===== config.mk =====
export PLATFORM = sky130hd
export DESIGN_NAME = host_domain
export DESIGN_NICKNAME = d
export VERILOG_FILES = /design/src/soc_pkg.sv /design/src/host_domain.sv /design/src/lite_cfg_demux.sv /design/src/llc_cfg_stub.sv /design/src/pmu_counters.sv
export SDC_FILE = /design/constraint.sdc
export NUM_CORES = 1
export LEC_CHECK = 0
export BUFFER_PORTS_ARGS = -buffer_cell sky130_fd_sc_hd__buf_4
export CORE_MARGIN = 2
export CORE_UTILIZATION = 50
export DETAILED_ROUTE_END_ITERATION = 16
export PLACE_DENSITY_LB_ADDON = 0.05
export SETUP_SLACK_MARGIN = 0.1
export SYNTH_ARGS = -nofsm -noshare
export SYNTH_HDL_FRONTEND = slang
export SYNTH_SLANG_ARGS = --single-unit
export TNS_END_PERCENT = 20

===== constraint.sdc =====
create_clock -name clk_i -period 6 [get_ports clk_i]
set_input_delay 0.9 -clock clk_i [delete_from_list [all_inputs] [get_ports clk_i]]
set_output_delay 0.9 -clock clk_i [all_outputs]
set_load 0.03 [all_outputs]

===== src/soc_pkg.sv =====
`default_nettype none

package soc_pkg;

  // Host configuration bus
  localparam int unsigned LiteAw = 32;
  localparam int unsigned LiteDw = 32;

  // Address bit that picks the target, clear for the cache, set for the PMU
  localparam int unsigned TargetSelBit = 12;

  localparam logic [1:0] RespOkay = 2'b00;

  // Read value of the cache configuration stand-in
  localparam logic [LiteDw-1:0] StubReadData = 32'hDEADF000;

  // PMU register map
  localparam int unsigned PmuNumCounter = 4;
  localparam int unsigned PmuRegStride = 32'h10;
  localparam int unsigned PmuDecodeW = 12;
  localparam int unsigned PmuOffW = $clog2(PmuRegStride);
  localparam int unsigned PmuGrpW = PmuDecodeW - PmuOffW;

  typedef logic [PmuOffW-1:0] pmu_off_t;
  typedef logic [PmuGrpW-1:0] pmu_grp_t;

  localparam pmu_off_t PmuOffCount = pmu_off_t'(4'h0);
  localparam pmu_off_t PmuOffEvtSel = pmu_off_t'(4'h4);
  localparam pmu_off_t PmuOffThresh = pmu_off_t'(4'h8);

  // Low bits of a PMU address, split into counter group and register offset
  typedef struct packed {
    pmu_grp_t grp;
    pmu_off_t off;
  } pmu_addr_t;

  // Cache event strobes
  localparam int unsigned LlcNumEvt = 4;

  typedef struct packed {
    logic read_hit;
    logic read_miss;
    logic write_hit;
    logic write_miss;
  } llc_evt_t;

  // Select 0 is read_hit, 3 is write_miss
  typedef logic [$clog2(LlcNumEvt)-1:0] evt_sel_t;

  // Master to target
  typedef struct packed {
    logic              wr_valid;
    logic [LiteAw-1:0] wr_addr;
    logic [LiteDw-1:0] wr_data;
    logic              b_ready;
    logic              ar_valid;
    logic [LiteAw-1:0] ar_addr;
    logic              r_ready;
  } lite_req_t;

  // Target to master
  typedef struct packed {
    logic              wr_ready;
    logic              b_valid;
    logic [1:0]        b_resp;
    logic              ar_ready;
    logic              r_valid;
    logic [LiteDw-1:0] r_data;
    logic [1:0]        r_resp;
  } lite_resp_t;

endpackage

`default_nettype wire


===== src/host_domain.sv =====
`timescale 1ns/1ns
`default_nettype none

module host_domain (
  input  logic                               clk_i,
  input  logic                               reset_i,
  input  soc_pkg::lite_req_t                  cfg_req_i,
  output soc_pkg::lite_resp_t                 cfg_resp_o,
  input  soc_pkg::llc_evt_t                   llc_evt_i,
  output logic [soc_pkg::PmuNumCounter-1:0]  pmu_intr_o
);

  soc_pkg::lite_req_t  llc_cfg_req;
  soc_pkg::lite_resp_t llc_cfg_resp;
  soc_pkg::lite_req_t  pmu_cfg_req;
  soc_pkg::lite_resp_t pmu_cfg_resp;

  lite_cfg_demux u_demux (
    .clk_i       ( clk_i        ),
    .reset_i     ( reset_i      ),
    .host_req_i  ( cfg_req_i    ),
    .host_resp_o ( cfg_resp_o   ),
    .llc_req_o   ( llc_cfg_req  ),
    .llc_resp_i  ( llc_cfg_resp ),
    .pmu_req_o   ( pmu_cfg_req  ),
    .pmu_resp_i  ( pmu_cfg_resp )
  );

  // Stands in for the cache configuration port
  llc_cfg_stub u_llc_stub (
    .clk_i   ( clk_i        ),
    .reset_i ( reset_i      ),
    .req_i   ( llc_cfg_req  ),
    .resp_o  ( llc_cfg_resp )
  );

  pmu_counters u_pmu (
    .clk_i     ( clk_i        ),
    .reset_i   ( reset_i      ),
    .req_i     ( pmu_cfg_req  ),
    .resp_o    ( pmu_cfg_resp ),
    .llc_evt_i ( llc_evt_i    ),
    .intr_o    ( pmu_intr_o   )
  );

endmodule

`default_nettype wire


===== src/lite_cfg_demux.sv =====
`timescale 1ns/1ns
`default_nettype none

module lite_cfg_demux (
  input  logic               clk_i,
  input  logic               reset_i,
  input  soc_pkg::lite_req_t  host_req_i,
  output soc_pkg::lite_resp_t host_resp_o,
  output soc_pkg::lite_req_t  llc_req_o,
  input  soc_pkg::lite_resp_t llc_resp_i,
  output soc_pkg::lite_req_t  pmu_req_o,
  input  soc_pkg::lite_resp_t pmu_resp_i
);

  logic wr_to_pmu;
  logic rd_to_pmu;
  logic wr_busy;
  logic rd_busy;
  logic wr_fire;
  logic rd_fire;
  // Owner of the outstanding response, set means PMU
  logic wr_sel_q;
  logic rd_sel_q;

  assign wr_to_pmu = host_req_i.wr_addr[soc_pkg::TargetSelBit];
  assign rd_to_pmu = host_req_i.ar_addr[soc_pkg::TargetSelBit];

  // A response from either target blocks a new request on that channel
  assign wr_busy = llc_resp_i.b_valid | pmu_resp_i.b_valid;
  assign rd_busy = llc_resp_i.r_valid | pmu_resp_i.r_valid;

  assign wr_fire = host_req_i.wr_valid & host_resp_o.wr_ready;
  assign rd_fire = host_req_i.ar_valid & host_resp_o.ar_ready;

  always_comb begin
    llc_req_o = host_req_i;
    pmu_req_o = host_req_i;
    llc_req_o.wr_valid = host_req_i.wr_valid & ~wr_to_pmu & ~wr_busy;
    pmu_req_o.wr_valid = host_req_i.wr_valid & wr_to_pmu & ~wr_busy;
    llc_req_o.ar_valid = host_req_i.ar_valid & ~rd_to_pmu & ~rd_busy;
    pmu_req_o.ar_valid = host_req_i.ar_valid & rd_to_pmu & ~rd_busy;
    llc_req_o.b_ready = host_req_i.b_ready & ~wr_sel_q;
    pmu_req_o.b_ready = host_req_i.b_ready & wr_sel_q;
    llc_req_o.r_ready = host_req_i.r_ready & ~rd_sel_q;
    pmu_req_o.r_ready = host_req_i.r_ready & rd_sel_q;
  end

  always_comb begin
    host_resp_o.wr_ready = ~wr_busy & (wr_to_pmu ? pmu_resp_i.wr_ready : llc_resp_i.wr_ready);
    host_resp_o.ar_ready = ~rd_busy & (rd_to_pmu ? pmu_resp_i.ar_ready : llc_resp_i.ar_ready);
    if (wr_sel_q) begin
      host_resp_o.b_valid = pmu_resp_i.b_valid;
      host_resp_o.b_resp = pmu_resp_i.b_resp;
    end else begin
      host_resp_o.b_valid = llc_resp_i.b_valid;
      host_resp_o.b_resp = llc_resp_i.b_resp;
    end
    if (rd_sel_q) begin
      host_resp_o.r_valid = pmu_resp_i.r_valid;
      host_resp_o.r_data = pmu_resp_i.r_data;
      host_resp_o.r_resp = pmu_resp_i.r_resp;
    end else begin
      host_resp_o.r_valid = llc_resp_i.r_valid;
      host_resp_o.r_data = llc_resp_i.r_data;
      host_resp_o.r_resp = llc_resp_i.r_resp;
    end
  end

  always_ff @(posedge clk_i) begin
    if (reset_i) begin
      wr_sel_q <= 1'b0;
      rd_sel_q <= 1'b0;
    end else begin
      if (wr_fire) begin
        wr_sel_q <= wr_to_pmu;
      end
      if (rd_fire) begin
        rd_sel_q <= rd_to_pmu;
      end
    end
  end

endmodule

`default_nettype wire


===== src/llc_cfg_stub.sv =====
`timescale 1ns/1ns
`default_nettype none

module llc_cfg_stub (
  input  logic               clk_i,
  input  logic               reset_i,
  input  soc_pkg::lite_req_t  req_i,
  output soc_pkg::lite_resp_t resp_o
);

  logic b_pend_q;
  logic r_pend_q;

  // Ready drops while the response of that channel waits
  assign resp_o.wr_ready = ~b_pend_q;
  assign resp_o.ar_ready = ~r_pend_q;

  assign resp_o.b_valid = b_pend_q;
  assign resp_o.b_resp = soc_pkg::RespOkay;

  // Write data goes nowhere and every read sees the same word
  assign resp_o.r_valid = r_pend_q;
  assign resp_o.r_data = soc_pkg::StubReadData;
  assign resp_o.r_resp = soc_pkg::RespOkay;

  always_ff @(posedge clk_i) begin
    if (reset_i) begin
      b_pend_q <= 1'b0;
      r_pend_q <= 1'b0;
    end else begin
      // Set on accept, cleared once the master takes the response
      if (b_pend_q) begin
        b_pend_q <= ~req_i.b_ready;
      end else begin
        b_pend_q <= req_i.wr_valid;
      end
      if (r_pend_q) begin
        r_pend_q <= ~req_i.r_ready;
      end else begin
        r_pend_q <= req_i.ar_valid;
      end
    end
  end

endmodule

`default_nettype wire


===== src/pmu_counters.sv =====
`timescale 1ns/1ns
`default_nettype none

module pmu_counters (
  input  logic                               clk_i,
  input  logic                               reset_i,
  input  soc_pkg::lite_req_t                  req_i,
  output soc_pkg::lite_resp_t                 resp_o,
  input  soc_pkg::llc_evt_t                   llc_evt_i,
  output logic [soc_pkg::PmuNumCounter-1:0]  intr_o
);

  logic [soc_pkg::LiteDw-1:0] cnt_q [soc_pkg::PmuNumCounter];
  logic [soc_pkg::LiteDw-1:0] thr_q [soc_pkg::PmuNumCounter];
  soc_pkg::evt_sel_t evt_sel_q [soc_pkg::PmuNumCounter];

  soc_pkg::pmu_addr_t wr_addr;
  soc_pkg::pmu_addr_t rd_addr;
  logic [soc_pkg::LlcNumEvt-1:0] evt_vec;
  logic [soc_pkg::PmuNumCounter-1:0] cnt_we;
  logic [soc_pkg::PmuNumCounter-1:0] sel_we;
  logic [soc_pkg::PmuNumCounter-1:0] thr_we;
  logic wr_fire;
  logic rd_fire;
  logic b_pend_q;
  logic r_pend_q;
  logic [soc_pkg::LiteDw-1:0] rd_data;
  logic [soc_pkg::LiteDw-1:0] r_data_q;

  assign wr_addr = soc_pkg::pmu_addr_t'(req_i.wr_addr[soc_pkg::PmuDecodeW-1:0]);
  assign rd_addr = soc_pkg::pmu_addr_t'(req_i.ar_addr[soc_pkg::PmuDecodeW-1:0]);

  // Event index 0 is read_hit
  assign evt_vec = {llc_evt_i.write_miss, llc_evt_i.write_hit,
                    llc_evt_i.read_miss, llc_evt_i.read_hit};

  assign wr_fire = req_i.wr_valid & ~b_pend_q;
  assign rd_fire = req_i.ar_valid & ~r_pend_q;

  // Register write enables, unmapped offsets match nothing
  always_comb begin
    for (int i = 0; i < soc_pkg::PmuNumCounter; i++) begin
      cnt_we[i] = wr_fire && (wr_addr.grp == soc_pkg::pmu_grp_t'(i)) &&
                  (wr_addr.off == soc_pkg::PmuOffCount);
      sel_we[i] = wr_fire && (wr_addr.grp == soc_pkg::pmu_grp_t'(i)) &&
                  (wr_addr.off == soc_pkg::PmuOffEvtSel);
      thr_we[i] = wr_fire && (wr_addr.grp == soc_pkg::pmu_grp_t'(i)) &&
                  (wr_addr.off == soc_pkg::PmuOffThresh);
    end
  end

  always_ff @(posedge clk_i) begin
    if (reset_i) begin
      for (int i = 0; i < soc_pkg::PmuNumCounter; i++) begin
        cnt_q[i] <= '0;
        thr_q[i] <= '0;
        evt_sel_q[i] <= '0;
      end
    end else begin
      for (int i = 0; i < soc_pkg::PmuNumCounter; i++) begin
        // A host write beats a same-cycle event
        if (cnt_we[i]) begin
          cnt_q[i] <= req_i.wr_data;
        end else if (evt_vec[evt_sel_q[i]]) begin
          cnt_q[i] <= cnt_q[i] + 1'b1;
        end
        if (sel_we[i]) begin
          evt_sel_q[i] <= req_i.wr_data[$bits(soc_pkg::evt_sel_t)-1:0];
        end
        if (thr_we[i]) begin
          thr_q[i] <= req_i.wr_data;
        end
      end
    end
  end

  always_comb begin
    rd_data = '0;
    for (int i = 0; i < soc_pkg::PmuNumCounter; i++) begin
      if (rd_addr.grp == soc_pkg::pmu_grp_t'(i)) begin
        case (rd_addr.off)
          soc_pkg::PmuOffCount: rd_data = cnt_q[i];
          soc_pkg::PmuOffEvtSel: rd_data[$bits(soc_pkg::evt_sel_t)-1:0] = evt_sel_q[i];
          soc_pkg::PmuOffThresh: rd_data = thr_q[i];
          default: rd_data = '0;
        endcase
      end
    end
  end

  always_ff @(posedge clk_i) begin
    if (reset_i) begin
      b_pend_q <= 1'b0;
      r_pend_q <= 1'b0;
    end else begin
      if (b_pend_q) begin
        b_pend_q <= ~req_i.b_ready;
      end else begin
        b_pend_q <= req_i.wr_valid;
      end
      if (r_pend_q) begin
        r_pend_q <= ~req_i.r_ready;
      end else begin
        r_pend_q <= req_i.ar_valid;
      end
    end
  end

  // Read data is captured at accept and held until taken
  always_ff @(posedge clk_i) begin
    if (rd_fire) begin
      r_data_q <= rd_data;
    end
  end

  assign resp_o.wr_ready = ~b_pend_q;
  assign resp_o.b_valid = b_pend_q;
  assign resp_o.b_resp = soc_pkg::RespOkay;
  assign resp_o.ar_ready = ~r_pend_q;
  assign resp_o.r_valid = r_pend_q;
  assign resp_o.r_data = r_data_q;
  assign resp_o.r_resp = soc_pkg::RespOkay;

  // A zero threshold disables the interrupt
  always_comb begin
    for (int i = 0; i < soc_pkg::PmuNumCounter; i++) begin
      intr_o[i] = (thr_q[i] != '0) && (cnt_q[i] >= thr_q[i]);
    end
  end

endmodule

`default_nettype wire


==> results.sh <==
export IMPL_synth_async_reset_ratio=0
export IMPL_place_inst=2567
export IMPL_crit_required_ns=5.10
export IMPL_drc_errors=0
export IMPL_final_common_cell="edfxtp_1"
export IMPL_ys_seq_area_frac=0.458
export IMPL_crit_fanout=6
export IMPL_hold_path_class="register to register"
export IMPL_die_area_sq_mm=0.0410
export IMPL_drt_pass1_iter_count=6
export IMPL_synthFlopType="edfxtp_1"
export IMPL_root_buffer="clkbuf_16"
export IMPL_numCtsBuffers=36
export IMPL_cp_start_kind="register"
export IMPL_max_freq_mhz=242
export IMPL_fill_cells=3446
export IMPL_synth_area_sq_mm=0.0197
export IMPL_vdd_ir_drop_max_mv=0.184
export IMPL_slowest_delay_ns=0.60
export IMPL_grt_max_degree=129
export IMPL_status="complete, no violations"
export IMPL_cts_resized=0
export IMPL_relSlewSlack=0.218
export IMPL_power_leakage_nw=8.37
export IMPL_cpLargestDelayFamily="compound AO/OA/AOI/OAI gates"
export IMPL_clkTransAtPathRegs_ns=0.06
export IMPL_crit_buf_inv=2
export IMPL_finalHoldViolations=0
export IMPL_timing_final_ws_setup_ns=1.86
export IMPL_start_util=0.508
export IMPL_post_route_min_period_ns=4.14
export IMPL_multi_input_area_sq_mm=0.00982
export IMPL_yosysWarnings=0
export IMPL_skew_ns=0.0149
export IMPL_intPower_mw=4.00
export IMPL_finalNetCount=2325
export IMPL_fin_cells=2631
export IMPL_avgSynthCellArea_sq_um=9.79
export IMPL_overflow=0
export IMPL_port_buffers=107
export IMPL_grt_pass1_wl_um=94500
export IMPL_cts_tree="done"
export IMPL_vias=16382
export IMPL_cp_end_kind="primary output"
export IMPL_ioPinCount=150
export IMPL_sequentialPowerShare=0.480
export IMPL_crit_chain="inv_1, ha_1, nand2b_1, a2111oi_0, nor4b_1, o31ai_1, a211oi_1, o22a_1, buf_4"
export IMPL_avgViaCountPerCell=6.23
export IMPL_core_area_sq_mm=0.0387
export IMPL_die_height_um=202
export IMPL_syn_inst=2010
export IMPL_rsz0062_at_grt="no"
export IMPL_fin_tns_setup_ns=0
export IMPL_grt_pass1_vias=15595
export IMPL_numClockSinks=302
export IMPL_timing_hold_ws_ns=0.504
export IMPL_drive_gt1_frac=0.107
export IMPL_gp_congestion=0.937
export IMPL_worstPathArrival_ns=3.24
export IMPL_final_cell_mix="edfxtp_1, nand2_1, and2_1"
export IMPL_power_density_mw_per_mm2=246
export IMPL_grtUsageTotal=0.303
export IMPL_swShare=0.268
export IMPL_worst_skew_pair_late_latency_ns=0.55
export IMPL_antenna_found_initial=1
export IMPL_dpl_worst_slack_ns=1.91
export IMPL_drv_cap=0
export IMPL_crit_path_top_delay_cell="a2111oi_0"
export IMPL_routed_wl_um=62600
export IMPL_finalMaxSlewViolations=0
export IMPL_p_clk_frac=0.400
export IMPL_ys_ff_latch=302
export IMPL_seqCellArea_sq_mm=0.00901
export IMPL_min_period_over_period=0.690
export IMPL_htreeDepth=2
export IMPL_post_cts_repair_setup_buffers=0
export IMPL_rows=72
export IMPL_power_switching_mw=1.47
export IMPL_synth_edf_count=296
export IMPL_dpl_hpwl_um=44300
export IMPL_clock_path_buffers=3
export IMPL_post_drt_wl_per_cell_um=23.8
export IMPL_areaGrowthSynthToFinish_pct=12.9
export IMPL_finalSetupViolations=0
export IMPL_post_synth_num_cell_types=65
export IMPL_total_power_mw=5.47
export IMPL_die_w_um=202
export IMPL_tightest_slew_ns=1.17
export IMPL_crit_type="register to primary output"
export IMPL_p_comb_frac=0.120
export IMPL_ant_nets=0
export IMPL_drt_iter0_drc=1623
export IMPL_cts_hold_fix_buffers=0
-- routing by layer --
metal / up-vias / share of wire / track usage
met5: - / 0 / 0
met4: 0 / 0.029 / 0.0892
met3: 101 / 0.084 / 0.0469
met2: 693 / 0.45 / 0.471
met1: 8000 / 0.44 / 0.438
li1: 7588 / - / -
-- final timing paths --
check / slack [ns] / to / start / cells after the start
min: 0.50 / u_pmu.b_pend_q$_SDFF_PP0_ / u_pmu.b_pend_q$_SDFF_PP0_ / 2
max: 1.86 / pmu_intr_o[1] / u_pmu.cnt_q[0][32]$_SDFFCE_PN0P_ / 9
min reg2reg: 0.50 / u_pmu.b_pend_q$_SDFF_PP0_ / u_pmu.b_pend_q$_SDFF_PP0_ / 2
max reg2reg: 2.78 / u_pmu.cnt_q[0][93]$_SDFFCE_PN0P_ / u_llc_stub.b_pend_q$_SDFF_PP0_ / 6
-- logic make-up after synthesis --
| group | after synthesis | share of synthesized area |
|---|---|---|
| compound gates | 462 | 0.149 |
| xor+xnor | 118 | 0.0525 |
| flops | 302 | 0.458 |
| simple gates | 742 | 0.202 |
| mux | 8 | 0.00559 |
| other cells | 1 | 0.000191 |
| buf+inv | 245 | 0.0484 |
| fa+ha+maj | 132 | 0.0839 |
-- power by group through the flow --
stage	logic, mW	clock network [mW]	registers [mW]
final	0.656	2.18	2.63
after global placement	0.630	0	2.66
after floorplan	0.415	0	2.61
after detailed placement	0.648	0	2.66
after global routing	0.724	2.30	2.64
after CTS	0.653	2.21	2.62
-- final cells by class --
type	instances	share of cell area
Sequential cell	302	0.405
Timing Repair Buffer	137	0.0474
Clock inverter	16	0.00693
Multi-Input combinational cell	1466	0.442
Inverter	144	0.0243
Tap cell	518	0.0292
Antenna cell	1	0.000113
Clock buffer	47	0.0447
-- worst min-delay path, cell delays in order (launching register included) --
cell	delay (ns)
dfxtp_1	0.33
nand2_1	0.07
a21oi_1	0.06
-- per-stage QoR --
stage,instance area (sq um),utilization
2_1_floorplan,19700,-
3_3_place_gp,21100,0.544
3_5_place_dp,21100,0.544
4_1_cts,22200,0.573
5_1_grt,22200,0.573
6_report,22200,0.574
-- state kept, by name, indices dropped and copies added, names as in the netlist --
signal / flops
u_demux.wr_sel_q: 1
u_pmu.evt_sel_q: 8
u_demux.rd_sel_q: 1
u_pmu.cnt_q: 128
u_pmu.b_pend_q: 1
u_pmu.r_pend_q: 1
u_pmu.r_data_q: 32
u_llc_stub.r_pend_q: 1
u_llc_stub.b_pend_q: 1
u_pmu.thr_q: 128
-- synth_stat cells (4+ instances only) --
cell | n | area [sq um]
buf_4 | 4 | 30.0
xor2_1 | 65 | 569
nor3_1 | 20 | 100
and4_1 | 13 | 114
o31ai_1 | 4 | 30.0
mux2_2 | 4 | 45.0
nor3b_1 | 4 | 30.0
xnor2_1 | 53 | 464
a21oi_1 | 84 | 420
a221oi_1 | 6 | 52.6
clkbuf_1 | 78 | 293
o21bai_1 | 4 | 30.0
nand3b_1 | 7 | 52.6
a21o_1 | 26 | 195
ha_1 | 132 | 1650
and2_1 | 151 | 945
a31oi_1 | 6 | 37.5
o22ai_1 | 70 | 438
o21ai_0 | 69 | 345
nand2b_1 | 25 | 156
o21a_1 | 5 | 37.5
inv_1 | 144 | 541
or2_1 | 20 | 125
nand3_1 | 80 | 400
edfxtp_1 | 296 | 8890
or3_1 | 4 | 25.0
dfxtp_1 | 6 | 120
nor2_1 | 62 | 233
nor4_1 | 44 | 275
and3_1 | 26 | 163
o21ai_1 | 39 | 195
buf_1 | 4 | 15.0
nand2_1 | 192 | 721
or2_2 | 13 | 81.3
nand4_1 | 68 | 425
a22oi_1 | 123 | 923
buf_2 | 14 | 70.1
o22a_1 | 4 | 35.0
Power figures use the tool's default switching activity.
